--- src/source/ng_pkg.sv ---
package ng_pkg;

	localparam int WORD_W = 16;                    // Machine word width

	typedef logic [WORD_W-1:0] word_t;             // Data word, one's complement
	typedef logic [3:0]        order_t;            // Micro-order code
	typedef logic [1:0]        radr_t;             // Register addr: A, Q, Z, LP

	// Read pulses put a source onto the write bus
	localparam int CP_RA   = 0;                    // Read A
	localparam int CP_RQ   = 1;                    // Read Q
	localparam int CP_RZ   = 2;                    // Read Z
	localparam int CP_RLP  = 3;                    // Read LP
	localparam int CP_RU   = 4;                    // Read adder sum
	localparam int CP_RCH  = 5;                    // Read external input word

	// Write pulses load a register from the write bus
	localparam int CP_WA   = 6;                    // Write A
	localparam int CP_WA0  = 7;                    // Write addressed reg, A
	localparam int CP_WA1  = 8;                    // Write addressed reg, Q
	localparam int CP_WA2  = 9;                    // Write addressed reg, Z
	localparam int CP_WA3  = 10;                   // Write addressed reg, LP
	localparam int CP_WALP = 11;                   // Shift into A and LP13
	localparam int CP_WQ   = 12;                   // Write Q
	localparam int CP_WLP  = 13;                   // Write LP, shifted layout
	localparam int CP_WZ   = 14;                   // Write Z
	localparam int CP_WX   = 15;                   // Write adder X
	localparam int CP_WY   = 16;                   // Write adder Y

	localparam int CP_W    = CP_WY + 1;            // Pulse count, one bit each

	typedef logic [CP_W-1:0] cp_t;                 // Pulse vector, 0 = asserted

	// Order codes, one fixed pulse set each
	localparam order_t OR_NOP  = 4'h0;             // No pulses
	localparam order_t OR_CA   = 4'h1;             // Input to A
	localparam order_t OR_CQ   = 4'h2;             // Input to Q
	localparam order_t OR_CZ   = 4'h3;             // Input to Z
	localparam order_t OR_CLP  = 4'h4;             // Input to LP
	localparam order_t OR_CALP = 4'h5;             // Input shifted into A, LP13
	localparam order_t OR_CX   = 4'h6;             // Input to X
	localparam order_t OR_CY   = 4'h7;             // Input to Y
	localparam order_t OR_CSC  = 4'h8;             // Input to addressed reg
	localparam order_t OR_AX   = 4'h9;             // A to X
	localparam order_t OR_QY   = 4'hA;             // Q to Y
	localparam order_t OR_UA   = 4'hB;             // Sum to A
	localparam order_t OR_UZ   = 4'hC;             // Sum to Z
	localparam order_t OR_ZQ   = 4'hD;             // Z to Q
	localparam order_t OR_LPA  = 4'hE;             // LP to A
	localparam order_t OR_AALP = 4'hF;             // A shifted into A, LP13

endpackage

--- src/source/ng_cpm.sv ---
`timescale 1ns/1ns
module ng_cpm import ng_pkg::*; (
	input  logic   CLK2,                           // Clock pulse 2
	input  logic   GENRST,                         // Sync reset, active low
	input  order_t order,                          // Micro-order code
	input  radr_t  addr,                           // Register address for OR_CSC
	output cp_t    cp                              // Registered pulses, active low
);

	cp_t act;                                      // Decoded pulses, active high

	// Pulse matrix, read half and write half decoded apart
	always_comb begin
		act = '0;                                  // Nothing asserted by default

		case (order)                               // Bus source
			OR_CA, OR_CQ, OR_CZ, OR_CLP,
			OR_CALP, OR_CX, OR_CY, OR_CSC:
				act[CP_RCH] = 1'b1;                // External word
			OR_AX, OR_AALP: act[CP_RA] = 1'b1;     // A
			OR_QY:          act[CP_RQ] = 1'b1;     // Q
			OR_UA, OR_UZ:   act[CP_RU] = 1'b1;     // Adder sum
			OR_ZQ:          act[CP_RZ] = 1'b1;     // Z
			OR_LPA:         act[CP_RLP] = 1'b1;    // LP
			default: ;                             // OR_NOP reads nothing
		endcase

		case (order)                               // Bus destination
			OR_CA, OR_UA, OR_LPA: act[CP_WA] = 1'b1;      // A
			OR_CQ, OR_ZQ:         act[CP_WQ] = 1'b1;      // Q
			OR_CZ, OR_UZ:         act[CP_WZ] = 1'b1;      // Z
			OR_CLP:               act[CP_WLP] = 1'b1;     // LP, shifted
			OR_CALP, OR_AALP:     act[CP_WALP] = 1'b1;    // A right shift, LP13
			OR_CX, OR_AX:         act[CP_WX] = 1'b1;      // X
			OR_CY, OR_QY:         act[CP_WY] = 1'b1;      // Y
			OR_CSC: begin
				case (addr)                        // Addressed write
					2'd0:    act[CP_WA0] = 1'b1;   // A
					2'd1:    act[CP_WA1] = 1'b1;   // Q
					2'd2:    act[CP_WA2] = 1'b1;   // Z
					default: act[CP_WA3] = 1'b1;   // LP
				endcase
			end
			default: ;                             // OR_NOP writes nothing
		endcase
	end

	// Pulses live for one full cycle after the sampling edge
	always_ff @(posedge CLK2) begin
		if (!GENRST) begin
			cp <= '1;                              // All pulses idle
		end else begin
			cp <= ~act;                            // Active low on the matrix
		end
	end

endmodule

--- src/source/ng_crg.sv ---
`timescale 1ns/1ns
module ng_crg import ng_pkg::*; (
	input  logic  CLK2,                            // Clock pulse 2
	input  logic  GENRST,                          // Sync reset, active low
	input  cp_t   cp,                              // Control pulses, active low
	input  word_t write_bus,                       // Write bus
	output word_t a_reg_bus,                       // A register
	output word_t q_reg_bus,                       // Q register
	output word_t z_reg_bus,                       // Z register
	output word_t lp_reg_bus                       // LP register
);

	word_t a;                                      // Accumulator
	word_t q;                                      // Return address / quotient
	word_t z;                                      // Program counter
	word_t lp;                                     // Lower product

	logic  wr_a;                                   // Plain A load
	logic  wr_alp;                                 // A shift plus LP13
	logic  wr_q;                                   // Q load
	logic  wr_z;                                   // Z load
	logic  wr_lp;                                  // LP shifted load

	// Direct and addressed pulses share each register's path
	assign wr_a   = !cp[CP_WA] || !cp[CP_WA0];
	assign wr_alp = !cp[CP_WALP];
	assign wr_q   = !cp[CP_WQ] || !cp[CP_WA1];
	assign wr_z   = !cp[CP_WZ] || !cp[CP_WA2];
	assign wr_lp  = !cp[CP_WLP] || !cp[CP_WA3];

	assign a_reg_bus  = a;
	assign q_reg_bus  = q;
	assign z_reg_bus  = z;
	assign lp_reg_bus = lp;

	always_ff @(posedge CLK2) begin
		if (!GENRST) begin
			a <= '0;
			q <= '0;
			z <= '0;
		end else begin
			if (wr_a) begin
				a <= write_bus;                    // Straight copy
			end else if (wr_alp) begin
				a <= {write_bus[15], write_bus[15:1]};    // Sign kept, shifted right
			end
			if (wr_q) begin
				q <= write_bus;
			end
			if (wr_z) begin
				z <= write_bus;
			end
		end
	end

	// LP13 has its own source, so it is kept out of the main load
	always_ff @(posedge CLK2) begin
		if (!GENRST) begin
			lp <= '0;
		end else if (wr_lp) begin
			lp[15:14] <= {2{write_bus[0]}};        // Bus LSB into both top bits
			lp[13]    <= 1'b0;                     // Cleared on a plain LP write
			lp[12:0]  <= write_bus[13:1];          // Shifted down by one
		end else if (wr_alp) begin
			lp[13]    <= write_bus[0];             // Bit shifted out of A
		end
	end

endmodule

--- src/source/ng_adr.sv ---
`timescale 1ns/1ns
module ng_adr import ng_pkg::*; (
	input  logic  CLK2,                            // Clock pulse 2
	input  logic  GENRST,                          // Sync reset, active low
	input  cp_t   cp,                              // Control pulses, active low
	input  word_t write_bus,                       // Write bus
	output word_t u_bus                            // One's-complement sum X + Y
);

	word_t         x;                              // Adder input X
	word_t         y;                              // Adder input Y
	logic [WORD_W:0] raw_sum;                      // Sum with carry out of bit 15

	always_ff @(posedge CLK2) begin
		if (!GENRST) begin
			x <= '0;
			y <= '0;
		end else begin
			if (!cp[CP_WX]) begin
				x <= write_bus;
			end
			if (!cp[CP_WY]) begin
				y <= write_bus;
			end
		end
	end

	// Plain binary add, top bit is the carry
	assign raw_sum = {1'b0, x} + {1'b0, y};

	// End-around carry folds back into bit 0
	// A second carry cannot occur: the largest raw sum leaves 0xFFFE below the carry
	assign u_bus = raw_sum[WORD_W-1:0] + word_t'(raw_sum[WORD_W]);

endmodule

--- src/source/ng_wbus.sv ---
`timescale 1ns/1ns
module ng_wbus import ng_pkg::*; (
	input  cp_t   cp,                              // Control pulses, active low
	input  word_t a_reg_bus,                       // A register
	input  word_t q_reg_bus,                       // Q register
	input  word_t z_reg_bus,                       // Z register
	input  word_t lp_reg_bus,                      // LP register
	input  word_t u_bus,                           // Adder sum
	input  word_t in_word,                         // External input word
	output word_t write_bus                        // Combined bus
);

	word_t a_g;                                    // A when RA asserted
	word_t q_g;                                    // Q when RQ asserted
	word_t z_g;                                    // Z when RZ asserted
	word_t lp_g;                                   // LP when RLP asserted
	word_t u_g;                                    // Sum when RU asserted
	word_t ch_g;                                   // Input when RCH asserted

	// Each source masked by its own read pulse
	assign a_g  = a_reg_bus  & {WORD_W{!cp[CP_RA]}};
	assign q_g  = q_reg_bus  & {WORD_W{!cp[CP_RQ]}};
	assign z_g  = z_reg_bus  & {WORD_W{!cp[CP_RZ]}};
	assign lp_g = lp_reg_bus & {WORD_W{!cp[CP_RLP]}};
	assign u_g  = u_bus      & {WORD_W{!cp[CP_RU]}};
	assign ch_g = in_word    & {WORD_W{!cp[CP_RCH]}};

	// Wired OR, idle bus reads zero
	assign write_bus = a_g | q_g | z_g | lp_g | u_g | ch_g;

endmodule

--- src/source/ng_dp.sv ---
`timescale 1ns/1ns
module ng_dp import ng_pkg::*; (
	input  logic   CLK2,                           // Clock pulse 2
	input  logic   GENRST,                         // Sync reset, active low
	input  order_t order,                          // Micro-order code
	input  radr_t  addr,                           // Register address
	input  word_t  in_word,                        // External input, one cycle late
	output word_t  a_reg,                          // A register
	output word_t  q_reg,                          // Q register
	output word_t  z_reg,                          // Z register
	output word_t  lp_reg,                         // LP register
	output word_t  write_bus                       // Write bus
);

	cp_t   cp;                                     // Registered control pulses
	word_t u_bus;                                  // Adder sum

	ng_cpm i_cpm (
		.CLK2       (CLK2),
		.GENRST     (GENRST),
		.order      (order),
		.addr       (addr),
		.cp         (cp)
	);

	ng_crg i_crg (
		.CLK2       (CLK2),
		.GENRST     (GENRST),
		.cp         (cp),
		.write_bus  (write_bus),
		.a_reg_bus  (a_reg),
		.q_reg_bus  (q_reg),
		.z_reg_bus  (z_reg),
		.lp_reg_bus (lp_reg)
	);

	ng_adr i_adr (
		.CLK2       (CLK2),
		.GENRST     (GENRST),
		.cp         (cp),
		.write_bus  (write_bus),
		.u_bus      (u_bus)
	);

	ng_wbus i_wbus (
		.cp         (cp),
		.a_reg_bus  (a_reg),
		.q_reg_bus  (q_reg),
		.z_reg_bus  (z_reg),
		.lp_reg_bus (lp_reg),
		.u_bus      (u_bus),
		.in_word    (in_word),
		.write_bus  (write_bus)
	);

endmodule

--- config.mk ---
export PLATFORM = sky130hd
export DESIGN_NAME = ng_dp
export DESIGN_NICKNAME = d
export VERILOG_FILES = /design/src/source/ng_pkg.sv /design/src/source/ng_cpm.sv /design/src/source/ng_crg.sv /design/src/source/ng_adr.sv /design/src/source/ng_wbus.sv /design/src/source/ng_dp.sv
export SDC_FILE = /design/constraint.sdc
export NUM_CORES = 1
export LEC_CHECK = 0
export BUFFER_PORTS_ARGS = -buffer_cell sky130_fd_sc_hd__buf_2
export CAP_MARGIN = 15
export CELL_PAD_IN_SITES_DETAIL_PLACEMENT = 0
export CELL_PAD_IN_SITES_GLOBAL_PLACEMENT = 1
export CORE_ASPECT_RATIO = 1.5
export CORE_MARGIN = 4
export CORE_UTILIZATION = 45
export DETAILED_ROUTE_END_ITERATION = 12
export MAX_ROUTING_LAYER = met4
export PLACE_DENSITY_LB_ADDON = 0.1
export SLEW_MARGIN = 5
export SYNTH_ARGS = -nofsm -noshare
export SYNTH_HDL_FRONTEND = slang
export SYNTH_SLANG_ARGS = --single-unit
--- constraint.sdc ---
create_clock -name CLK2 -period 10.7 [get_ports CLK2]
set_input_delay 0.535 -clock CLK2 [delete_from_list [all_inputs] [get_ports CLK2]]
set_output_delay 0.535 -clock CLK2 [all_outputs]
set_load 0.02 [all_outputs]
=== Word-level counts from Yosys, hierarchy flattened ===
Index checks and enable logic that the tools add are counted.

* Bits in registers: 112
* Input port bits: 24
* Logic and storage cells: 91

* Add/sub/neg operators: 2
* Eq/ne operators: 18
* Muxes and demuxes: 20
* Bitwise gates (word level): 13
* Reductions and logical operators: 30

{| class="wikitable"
|+ Operators by type and width
! operator !! count
|-
| $and A16 B16 Y16 || 6
|-
| $or A16 B16 Y16 || 5
|-
| $eq A4 B4 Y1 const B || 8
|-
| $mux W16 || 2
|-
| $add A16 B16 Y17 || 1
|-
| $mux W1 || 17
|-
| $not A17 Y17 || 1
|-
| $add A16 B1 Y16 || 1
|-
| $eq A4 B3 Y1 const B || 4
|-
| $reduce_or A2 Y1 || 8
|-
| $logic_not A1 Y1 || 14
|-
| $eq A4 B2 Y1 const B || 2
|-
| $reduce_or A8 Y1 || 1
|-
| $reduce_or A3 Y1 || 2
|-
| $eq A4 B1 Y1 const B || 1
|-
| $logic_or A1 B1 Y1 || 4
|-
| $mux W4 || 1
|-
| $eq A2 B1 Y1 const B || 1
|-
| $eq A2 B2 Y1 const B || 1
|-
| $logic_not A2 Y1 || 1
|-
| $ne A2 B1 Y1 const B || 1
|-
| $not A1 Y1 || 1
|}

=== Longest topological paths before layout ===
Gate-level depths: netlist of the first run.

* Depth in word-level cells: 9
* Mapped depth: 20
* Gate-level depth less buffers: 20

=== Modules after synthesis ===
Synthesis of the first run repeated with hierarchy kept, for this count alone.

* Cell total of the unflattened synthesis: 772
* Area, all modules: 6,675.2 µm²

{| class="wikitable"
|+ By module, submodules not included
! module !! times used !! cells each !! area each (µm²)
|-
| ng_crg || 1 || 288 || 2,819.0
|-
| ng_adr || 1 || 253 || 2,299.7
|-
| ng_wbus || 1 || 172 || 902.1
|-
| ng_cpm || 1 || 59 || 654.4
|}

=== Worst setup path after synthesis of the first run ===
No wires, ideal clock.

* Path kind: reg2out
* Start: register i_adr.y[0]
* End: output port write_bus[12]
* Arrival time: 3,808 ps
* Required time: 10,165 ps
* Path slack: 6,357 ps
* Cell stages (with the launch flop): 21
* Path buffers: 0
* Cells stage by stage: dfxtp_1 ha_1 inv_1 fa_1 nor2b_4 o31ai_4 a211o_1 o211ai_2 a21oi_1 nor2_1 o21ai_0 nand2b_1 ha_1 nand2b_1 nor2_1 nand3_1 nor4_1 nand4_1 xnor2_1 a21oi_2 inv_1

* Cells in the longest elaborated chain, start to end: 5

{| class="wikitable"
|+ RTL lines
! item !! line !! source
|-
| start: declaration || ng_adr.sv:11 || <nowiki>word_t y;</nowiki>
|-
| start signal: assignment || ng_adr.sv:23 || <nowiki>y <= write_bus;</nowiki>
|-
| $add A16 B16 Y17 || ng_adr.sv:29 || <nowiki>assign raw_sum = {1'b0, x} + {1'b0, y};</nowiki>
|-
| $add A16 B1 Y16 || ng_adr.sv:33 || <nowiki>assign u_bus = raw_sum[WORD_W-1:0] + word_t'(raw_sum[WORD_W]);</nowiki>
|-
| $and A16 B16 Y16 || ng_wbus.sv:25 || <nowiki>assign u_g = u_bus & {WORD_W{!cp[CP_RU]}};</nowiki>
|-
| $or A16 B16 Y16 (2 in a row) || ng_wbus.sv:29 || <nowiki>assign write_bus = a_g | q_g | z_g | lp_g | u_g | ch_g;</nowiki>
|-
| end: declaration || ng_dp.sv:12 || <nowiki>output word_t write_bus</nowiki>
|}

Every way passes these cells.

=== Worst setup path in the final report of the first run ===
Ends and elaborated chain as after synthesis.

==> out/qor_table.md, run 1 <==
| Quantity | This run |
| --- | --- |
| Placed instance count | 919 |
| Combinational fraction of design power | 14.2% |
| Routed Wire Length | 19.32 mm |
| Width of the die | 101.3 um |
| Number of nets in the synthesized netlist | 747 |
| First-pass GRT wire length | 30.37 mm |
| Share of layout cells above drive strength 1 | 20.54% |
| Worst hold slack | 0.3724 ns |
| Synth warn | 0 |
| Worst-case clock skew | 0.01389 ns |
| Number of enable-type register cells in the synthesized netlist | 0 |
| Peak clock frequency supported by timing | 0.1897 GHz |
| Final Util | 53.14% |
| Worst-case clock buffer depth | 2 |
| Final critical delay including setup and external delays | 5.270 ns |
| Total global-route track usage | 26.76% |
| H-tree levels | 3 |
| Startpoint of the worst register-to-register path | i_adr.y[0] |
| Post-synthesis sequential element count | 112 |
| Post-CTS Repair Setup Buffers | 0 |
| Clk Tree Root Cell | sky130_fd_sc_hd__clkbuf_16 |
| Asr flop ratio synth | 0% |
| Slew at the pin closest to its max-slew limit | 0.9632 ns |
| Max-slew headroom at the worst pin | 35.72% |
| Kind of start point of the critical path | flop |
| Largest net degree at the start of global routing | 73 |
| Starting utilization of the core area | 46.53% |
| Total count of max-transition violations in the final report | 0 |
| Crit path max fanout | 7 |
| Number of maximum-capacitance constraint violations | 0 |
| Number of fillers in the final layout | 1231 |
| Ports placed on the boundary | 104 |
| Full die area | 15000 um^2 |
| Ratio of routed vias to standard cells | 5.979 |
| Core region area | 12640 um^2 |
| Dominant synthesized flop cell | sky130_fd_sc_hd__dfxtp_1 |
| Count of TritonRoute iterations in the first routing pass | 5 |
| Setup violations, final | 0 |
| Avg Cell Area, Syn | 8.353 um^2 |
| Clock transition at path regs | 0.08 ns |
| Detailed placer's ending HPWL | 14.18 mm |
| Number of gates resized after CTS | 0 |
| Number of clock sinks | 112 |
| Internal power component | 637.4 uW |
| CP Data Required Time | 10.17 ns |
| Signed area change from the synthesized netlist to the final layout | 14.19% |
| Vias in the first global route | 5415 |
| Worst reg2reg setup slack | 6.23 ns |
| Pwr dens | 135.8 nW/um^2 |
| Share of synthesized area occupied by flip-flops and latches | 38.13% |
| Antenna violations before repair | 0 |
| Average routed wire per standard cell | 20.66 um |
| Number of cells on the worst reg-to-reg path | 20 |
| Launch point of the worst path | i_adr.y[0] |
| Status | finished, final reports clean |
| Combined area of all synthesized cells | 5881 um^2 |
| Post-route fraction of the period consumed by the critical path | 49.25% |
| Post-route non-filler standard cell count | 935 |
| Proportion of power drawn by the clock network | 37.1% |
| Share of total power in sequential cells | 48.7% |
| Instance count of the mapped netlist | 704 |
| Overflow left after global routing | 0 |
| Vertical die dimension | 148.0 um |
| Capturing instance or port of the critical path | write_bus[12] |
| FP Rows | 50 |
| Post-DRT Antenna Nets | 0 |
| HP Class | in2reg |
| Endpoint type of the worst setup path | output port |
| Unrepaired setup endpoints after global routing | false |
| Clock tree from TritonCTS | built |
| Clock Latency Late Sink | 0.36 ns |
| PortBufs | 103 |
| Initial DRC count | 487 |
| Ant. Diodes | 0 |
| Switching pwr | 274.5 uW |
| Worst r2r dst | i_crg.a_reg_bus[12] |
| Count of unresolved DRC violations after routing | 0 |
| Hold-fix buffers at CTS | 0 |
| Last weighted congestion value of the routability-driven placer | 0.9220 |
| Crit Path Class | reg2out |
| Number of vias in the routed layout | 5590 |
| Number of hold violations in the final report | 0 |
| LEAKAGE | 0.002850 uW |
| Total negative setup slack | 0 ns |
| Share of total power consumed by net switching | 30.10% |
| Net count, final | 817 |
| Maximum ir drop on the vdd rail | 96.92 uV |
| Library cells used by synthesis | 73 |
| Worst EP arrival | 4.74 ns |
| Total CTS buffers | 9 |
[worst max-delay path, cell delays in order (launching register included)]
cell and delay (ns):
sky130_fd_sc_hd__dfxtp_1 0.35, sky130_fd_sc_hd__ha_1 0.22, sky130_fd_sc_hd__inv_1 0.08, sky130_fd_sc_hd__fa_1 0.44
sky130_fd_sc_hd__nor2b_4 0.16, sky130_fd_sc_hd__o31ai_4 0.09, sky130_fd_sc_hd__a211o_1 0.32, sky130_fd_sc_hd__o211ai_2 0.25
sky130_fd_sc_hd__a21oi_1 0.10, sky130_fd_sc_hd__nor2_1 0.12, sky130_fd_sc_hd__o21ai_0 0.08, sky130_fd_sc_hd__nand2b_1 0.10
sky130_fd_sc_hd__ha_1 0.15, sky130_fd_sc_hd__nand2b_1 0.09, sky130_fd_sc_hd__nor2_1 0.21, sky130_fd_sc_hd__nand3_1 0.18
sky130_fd_sc_hd__nor4_1 0.38, sky130_fd_sc_hd__nand4_1 0.16, sky130_fd_sc_hd__xnor2_1 0.20, sky130_fd_sc_hd__a21oi_2 0.47
sky130_fd_sc_hd__inv_1 0.07, sky130_fd_sc_hd__buf_2 0.17
[state kept, by name, summed over array words and instances (netlist names)]
| register | flops |
|---|---|
| i_cpm.cp | 17 |
| i_adr.x | 16 |
| i_crg.a_reg_bus | 16 |
| i_adr.y | 16 |
| i_crg.z_reg_bus | 16 |
| i_crg.q_reg_bus | 16 |
| i_crg.lp_reg_bus | 15 |
[worst min path at each step]
stage	start	end	slack [ns]	cells past startpoint
after floorplan	i_adr.x[9]	i_adr.x[9]	0.44	2
after global placement	i_adr.x[14]	i_adr.x[14]	0.45	2
after detailed placement	i_adr.y[8]	i_adr.y[8]	0.46	2
after CTS	addr[0]	i_cpm.cp[8]	0.36	2
after global routing	addr[0]	i_cpm.cp[8]	0.39	2
final	addr[0]	i_cpm.cp[8]	0.37	2
[routing by layer]
metal	vias up	GRT usage (%)	wire length, um
li1	2688	-	-
met1	2693	33.59	8040
met2	179	43.91	9777
met3	30	4.060	1038
met4	0	8.450	461
met5	-	-	0
[cells in the final DEF (no fill, tap or decap), drive strengths merged, types with 10 or more instances in the layout]
master / instances
nand2b: 12
a222oi: 14
o21ai: 43
dfxtp: 112
a21oi: 38
xnor2: 13
nand2: 60
a22oi: 13
nand3: 16
nor3: 34
buf: 106
inv: 29
and2: 11
xor2: 10
ha: 18
o211ai: 13
a211oi: 38
nor2: 91
[stage by stage]
| stage | worst slack, ns | instance area [um^2] | total power [uW] |
|---|---|---|---|
| 2_1_floorplan | 6.357 | 5881 | 537.8 |
| 3_3_place_gp | 5.901 | 6424 | 580.7 |
| 3_5_place_dp | 5.828 | 6424 | 582.3 |
| 4_1_cts | 5.425 | 6715 | 916.0 |
| 5_1_grt | 5.036 | 6715 | 944.9 |
| 6_report | 5.430 | 6715 | 911.9 |
[logic make-up after synthesis]
| group | after synthesis | synth area share (%) |
|---|---|---|
| and+or+nand+nor | 262 | 21.19 |
| AOI/OAI and AO/OA | 209 | 26.83 |
| DFF | 112 | 38.13 |
| buffers and inverters | 73 | 4.894 |
| xor gates and xnor gates | 23 | 3.681 |
| adders and majority gates | 19 | 4.170 |
| muxes | 6 | 1.106 |
[final cells by class]
cell class | instances | area, um^2 | area share (%)
repair buffers | 106 | 538.0 | 8.012
inverters | 26 | 97.59 | 1.453
clock buffers | 9 | 225.2 | 3.354
well taps | 156 | 195.2 | 2.907
clock inverters | 7 | 66.31 | 0.9875
multi-input cells | 519 | 3351 | 49.90
flip-flops and latches | 112 | 2242 | 33.39
[power groups by stage]
stage | registers, uW | logic (uW) | clock network, uW
4_1_cts | 443 | 130 | 343
5_1_grt | 446 | 142 | 357
2_1_floorplan | 461 | 76.7 | 0
6_report | 444 | 130 | 338
3_3_place_gp | 453 | 128 | 0
3_5_place_dp | 453 | 129 | 0
[synth_stat cells (all sizes together) (7+ instances only)]
cell type | number | area, um^2
a211oi | 38 | 320.3
a21oi | 38 | 197.7
a222oi | 14 | 140.1
a22oi | 13 | 97.59
a31oi | 7 | 43.79
and2 | 11 | 71.32
buf | 8 | 43.79
clkbuf | 39 | 146.4
dfxtp | 112 | 2242
ha | 18 | 225.2
inv | 26 | 97.60
nand2 | 60 | 225.2
nand2b | 12 | 75.07
nand3 | 16 | 80.08
nand4 | 7 | 43.79
nor2 | 91 | 341.6
nor3 | 34 | 180.2
o211a | 9 | 90.09
o211ai | 13 | 136.4
o21ai | 43 | 226.5
xnor2 | 13 | 113.9
xor2 | 10 | 102.6
(Power assumes the default switching activity.)
==> run 2: changes to the inputs <==
--- a/config.mk
+++ b/config.mk
@@ -11,7 +11,7 @@
 export CELL_PAD_IN_SITES_GLOBAL_PLACEMENT = 1
 export CORE_ASPECT_RATIO = 1.5
 export CORE_MARGIN = 4
-export CORE_UTILIZATION = 45
+export CORE_UTILIZATION = 42
 export DETAILED_ROUTE_END_ITERATION = 12
 export MAX_ROUTING_LAYER = met4
 export PLACE_DENSITY_LB_ADDON = 0.1
==> constraint.sdc (replaced) <==
create_clock -name CLK2 -period 4.9 [get_ports CLK2]
set_input_delay 0.245 -clock CLK2 [delete_from_list [all_inputs] [get_ports CLK2]]
set_output_delay 0.245 -clock CLK2 [all_outputs]
set_load 0.02 [all_outputs]
==> out/qor_table.md, run 2 (same netlist as run 1, synthesis figures left out) <==
| Quantity | This run | Delta |
| --- | --- | --- |
| FP Rows | 52 | +4.0% |
| Most common cell after layout, fill and taps aside | sky130_fd_sc_hd__dfxtp_1 |  |
| Slew at the pin closest to its max-slew limit | 1.110 ns | +0.1470 ns |
| Detailed placer's ending HPWL | 14.52 mm | +2.4% |
| Final critical delay including setup and external delays | 4.637 ns |  |
| Total CTS buffers | 9 | unchanged |
| Last weighted congestion value of the routability-driven placer | 0.9724 | +5.5% |
| Largest net degree at the start of global routing | 45 | -38% |
| First-pass GRT wire length | 30.82 mm | +1.5% |
| Count of unresolved DRC violations after routing | 0 | unchanged |
| Crit Path Class | reg2out |  |
| Overflow left after global routing | 0 | unchanged |
| Worst-case clock skew | 0.01047 ns | -0.003421 ns |
| Ratio of routed vias to standard cells | 5.966 | -0.21% |
| H-tree levels | 3 | unchanged |
| Clock transition at path regs | 0.08 ns | about the same |
| Worst-case clock buffer depth | 2 | unchanged |
| Ant. Diodes | 0 | unchanged |
| Clock tree from TritonCTS | built |  |
| Starting utilization of the core area | 43.25% | -3.3 points |
| Final design area excluding fillers | 6797 um^2 | +1.2% |
| Register ranked first by flip-flop count | i_cpm.cp |  |
| Max reg flops | 17 | unchanged |
| Endpoint type of the worst setup path | output port |  |
| Unrepaired setup endpoints after global routing | false |  |
| Peak clock frequency supported by timing | 0.2157 GHz |  |
| Number of hold violations in the final report | 0 | unchanged |
| Overall Power | 2019 uW | +120% |
| Core region area | 13600 um^2 | +7.6% |
| Number of vias in the routed layout | 5626 | +0.64% |
| Full die area | 16000 um^2 | +6.7% |
| Post-route fraction of the period consumed by the critical path | 94.63% |  |
| CP Data Required Time | 4.66 ns | -5.51 ns |
| Vertical die dimension | 152.9 um | +3.3% |
| Bufs and invs on worst path | 3 | unchanged |
| Number of clock sinks | 112 | unchanged |
| Total global-route track usage | 25.02% | -1.7 points |
| Pwr dens | 297.1 nW/um^2 | +120% |
| Post-DRT Antenna Nets | 0 | unchanged |
| CP cell instances | ha_1 -> inv_1 -> fa_2 -> nor2b_4 -> o31ai_4 -> a211o_1 -> o211ai_2 -> a21oi_1 -> nor2_1 -> o21ai_0 -> nand2b_1 -> ha_1 -> nand2b_1 -> nor2_4 -> nand3_2 -> nor4_4 -> nand4_1 -> xnor2_2 -> a21oi_2 -> inv_1 -> buf_2 |  |
| Initial DRC count | 470 | -3.5% |
| Clk Tree Root Cell | sky130_fd_sc_hd__clkbuf_16 |  |
| Hold-fix buffers at CTS | 0 | unchanged |
| Post-route non-filler standard cell count | 943 | +0.86% |
| Largest stage delay on the critical path | 0.38 ns | -0.09 ns |
| Ports placed on the boundary | 104 | unchanged |
| Total negative setup slack | 0 ns | unchanged |
| Cell area reported after detailed placement | 6454 um^2 | +0.47% |
| Max-slew headroom at the worst pin | 25.91% | -9.8 points |
| Share of layout cells above drive strength 1 | 21.51% | +0.97 points |
| Routed Wire Length | 19.82 mm | +2.6% |
| Number of fillers in the final layout | 1373 | +12% |
| Kind of start point of the critical path | flop |  |
| Maximum ir drop on the vdd rail | 198.8 uV | +110% |
| Width of the die | 104.6 um | +3.2% |
| Crit path max fanout | 6 | -1 |
| Clock Latency Late Sink | 0.36 ns | about the same |
| Signed area change from the synthesized netlist to the final layout | 15.57% |  |
| Net count, final | 820 | +0.37% |
| Average routed wire per standard cell | 21.02 um | +1.7% |
| Number of maximum-capacitance constraint violations | 0 | unchanged |
| Final Util | 49.98% | -3.2 points |
| Vias in the first global route | 5464 | +0.90% |
| Commonest non-fill, non-tap cells in the layout | sky130_fd_sc_hd__dfxtp_1, sky130_fd_sc_hd__buf_2, sky130_fd_sc_hd__nor2_1 |  |
| PortBufs | 103 | unchanged |
| CP max stage cell | sky130_fd_sc_hd__fa_2 |  |
| Status | finished, final reports clean |  |
| CP top delay family | simple AND/OR/NAND/NOR gates |  |
| LEAKAGE | 0.002913 uW | +2.2% |
| Count of TritonRoute iterations in the first routing pass | 6 | +1 |
| Setup violations, final | 0 | unchanged |
| HP Class | in2reg |  |
| Worst EP arrival | 4.39 ns | -0.35 ns |
| Placed instance count | 928 | +0.98% |
| Antenna violations before repair | 0 | unchanged |
| Total count of max-transition violations in the final report | 0 | unchanged |
-- run 2: metal layers --
metal	wire [um]	GRT usage, %	part of all wire [%]
met5	0	-	0
met4	393	7.317	2.0
met3	958	3.249	4.8
met2	10030	42.58	51
met1	8443	31.07	43
-- run 2: what timing repair did --
item,4_1_cts,5_1_grt
resized for setup,0,9
setup endpoints to repair,0,9
setup buffers,0,0
-- run 2: path summary, 6_finish.rpt --
| kind | startpoint | depth (start not counted) | slack, ns | endpoint |
|---|---|---|---|---|
| setup / recovery | i_adr.y[0] | 21 | 0.26 | write_bus[12] |
| hold / removal | addr[0] | 2 | 0.09 | i_cpm.cp[8] |
| setup reg to reg | i_adr.y[0] | 21 | 0.58 | i_crg.a_reg_bus[12] |
| hold reg to reg | i_adr.y[5] | 2 | 0.47 | i_adr.y[5] |
-- run 2: where the power goes --
part / internal, uW / switching, uW / leakage (uW)
clock network: 400 / 362 / 0.000148
registers: 942 / 26.4 / 0.000910
logic: 94.4 / 195 / 0.00186
total: 1440 / 583 / 0.00291
-- run 2: per-stage QoR --
stage / hold slack [ns] / worst slack, ns
finish: 0.08823 / 0.2631
global route: 0.09134 / 0.01525
CTS: 0.08252 / 0.03208
detailed placement: 0.4463 / 0.4071
global placement: 0.4407 / 0.5696
floorplan: 0.3069 / 0.8472
-- run 2: final cells by class --
cell class                 instances  area [um^2]  area share, %
inverter                          26        97.59          1.436
tap                              162        202.7          2.982
multi-input combinational        519         3400          50.02
sequential                       112         2242          32.99
clock inverter                     6        68.82          1.013
timing repair buffer             109        560.5          8.247
clock buffer                       9        225.2          3.314
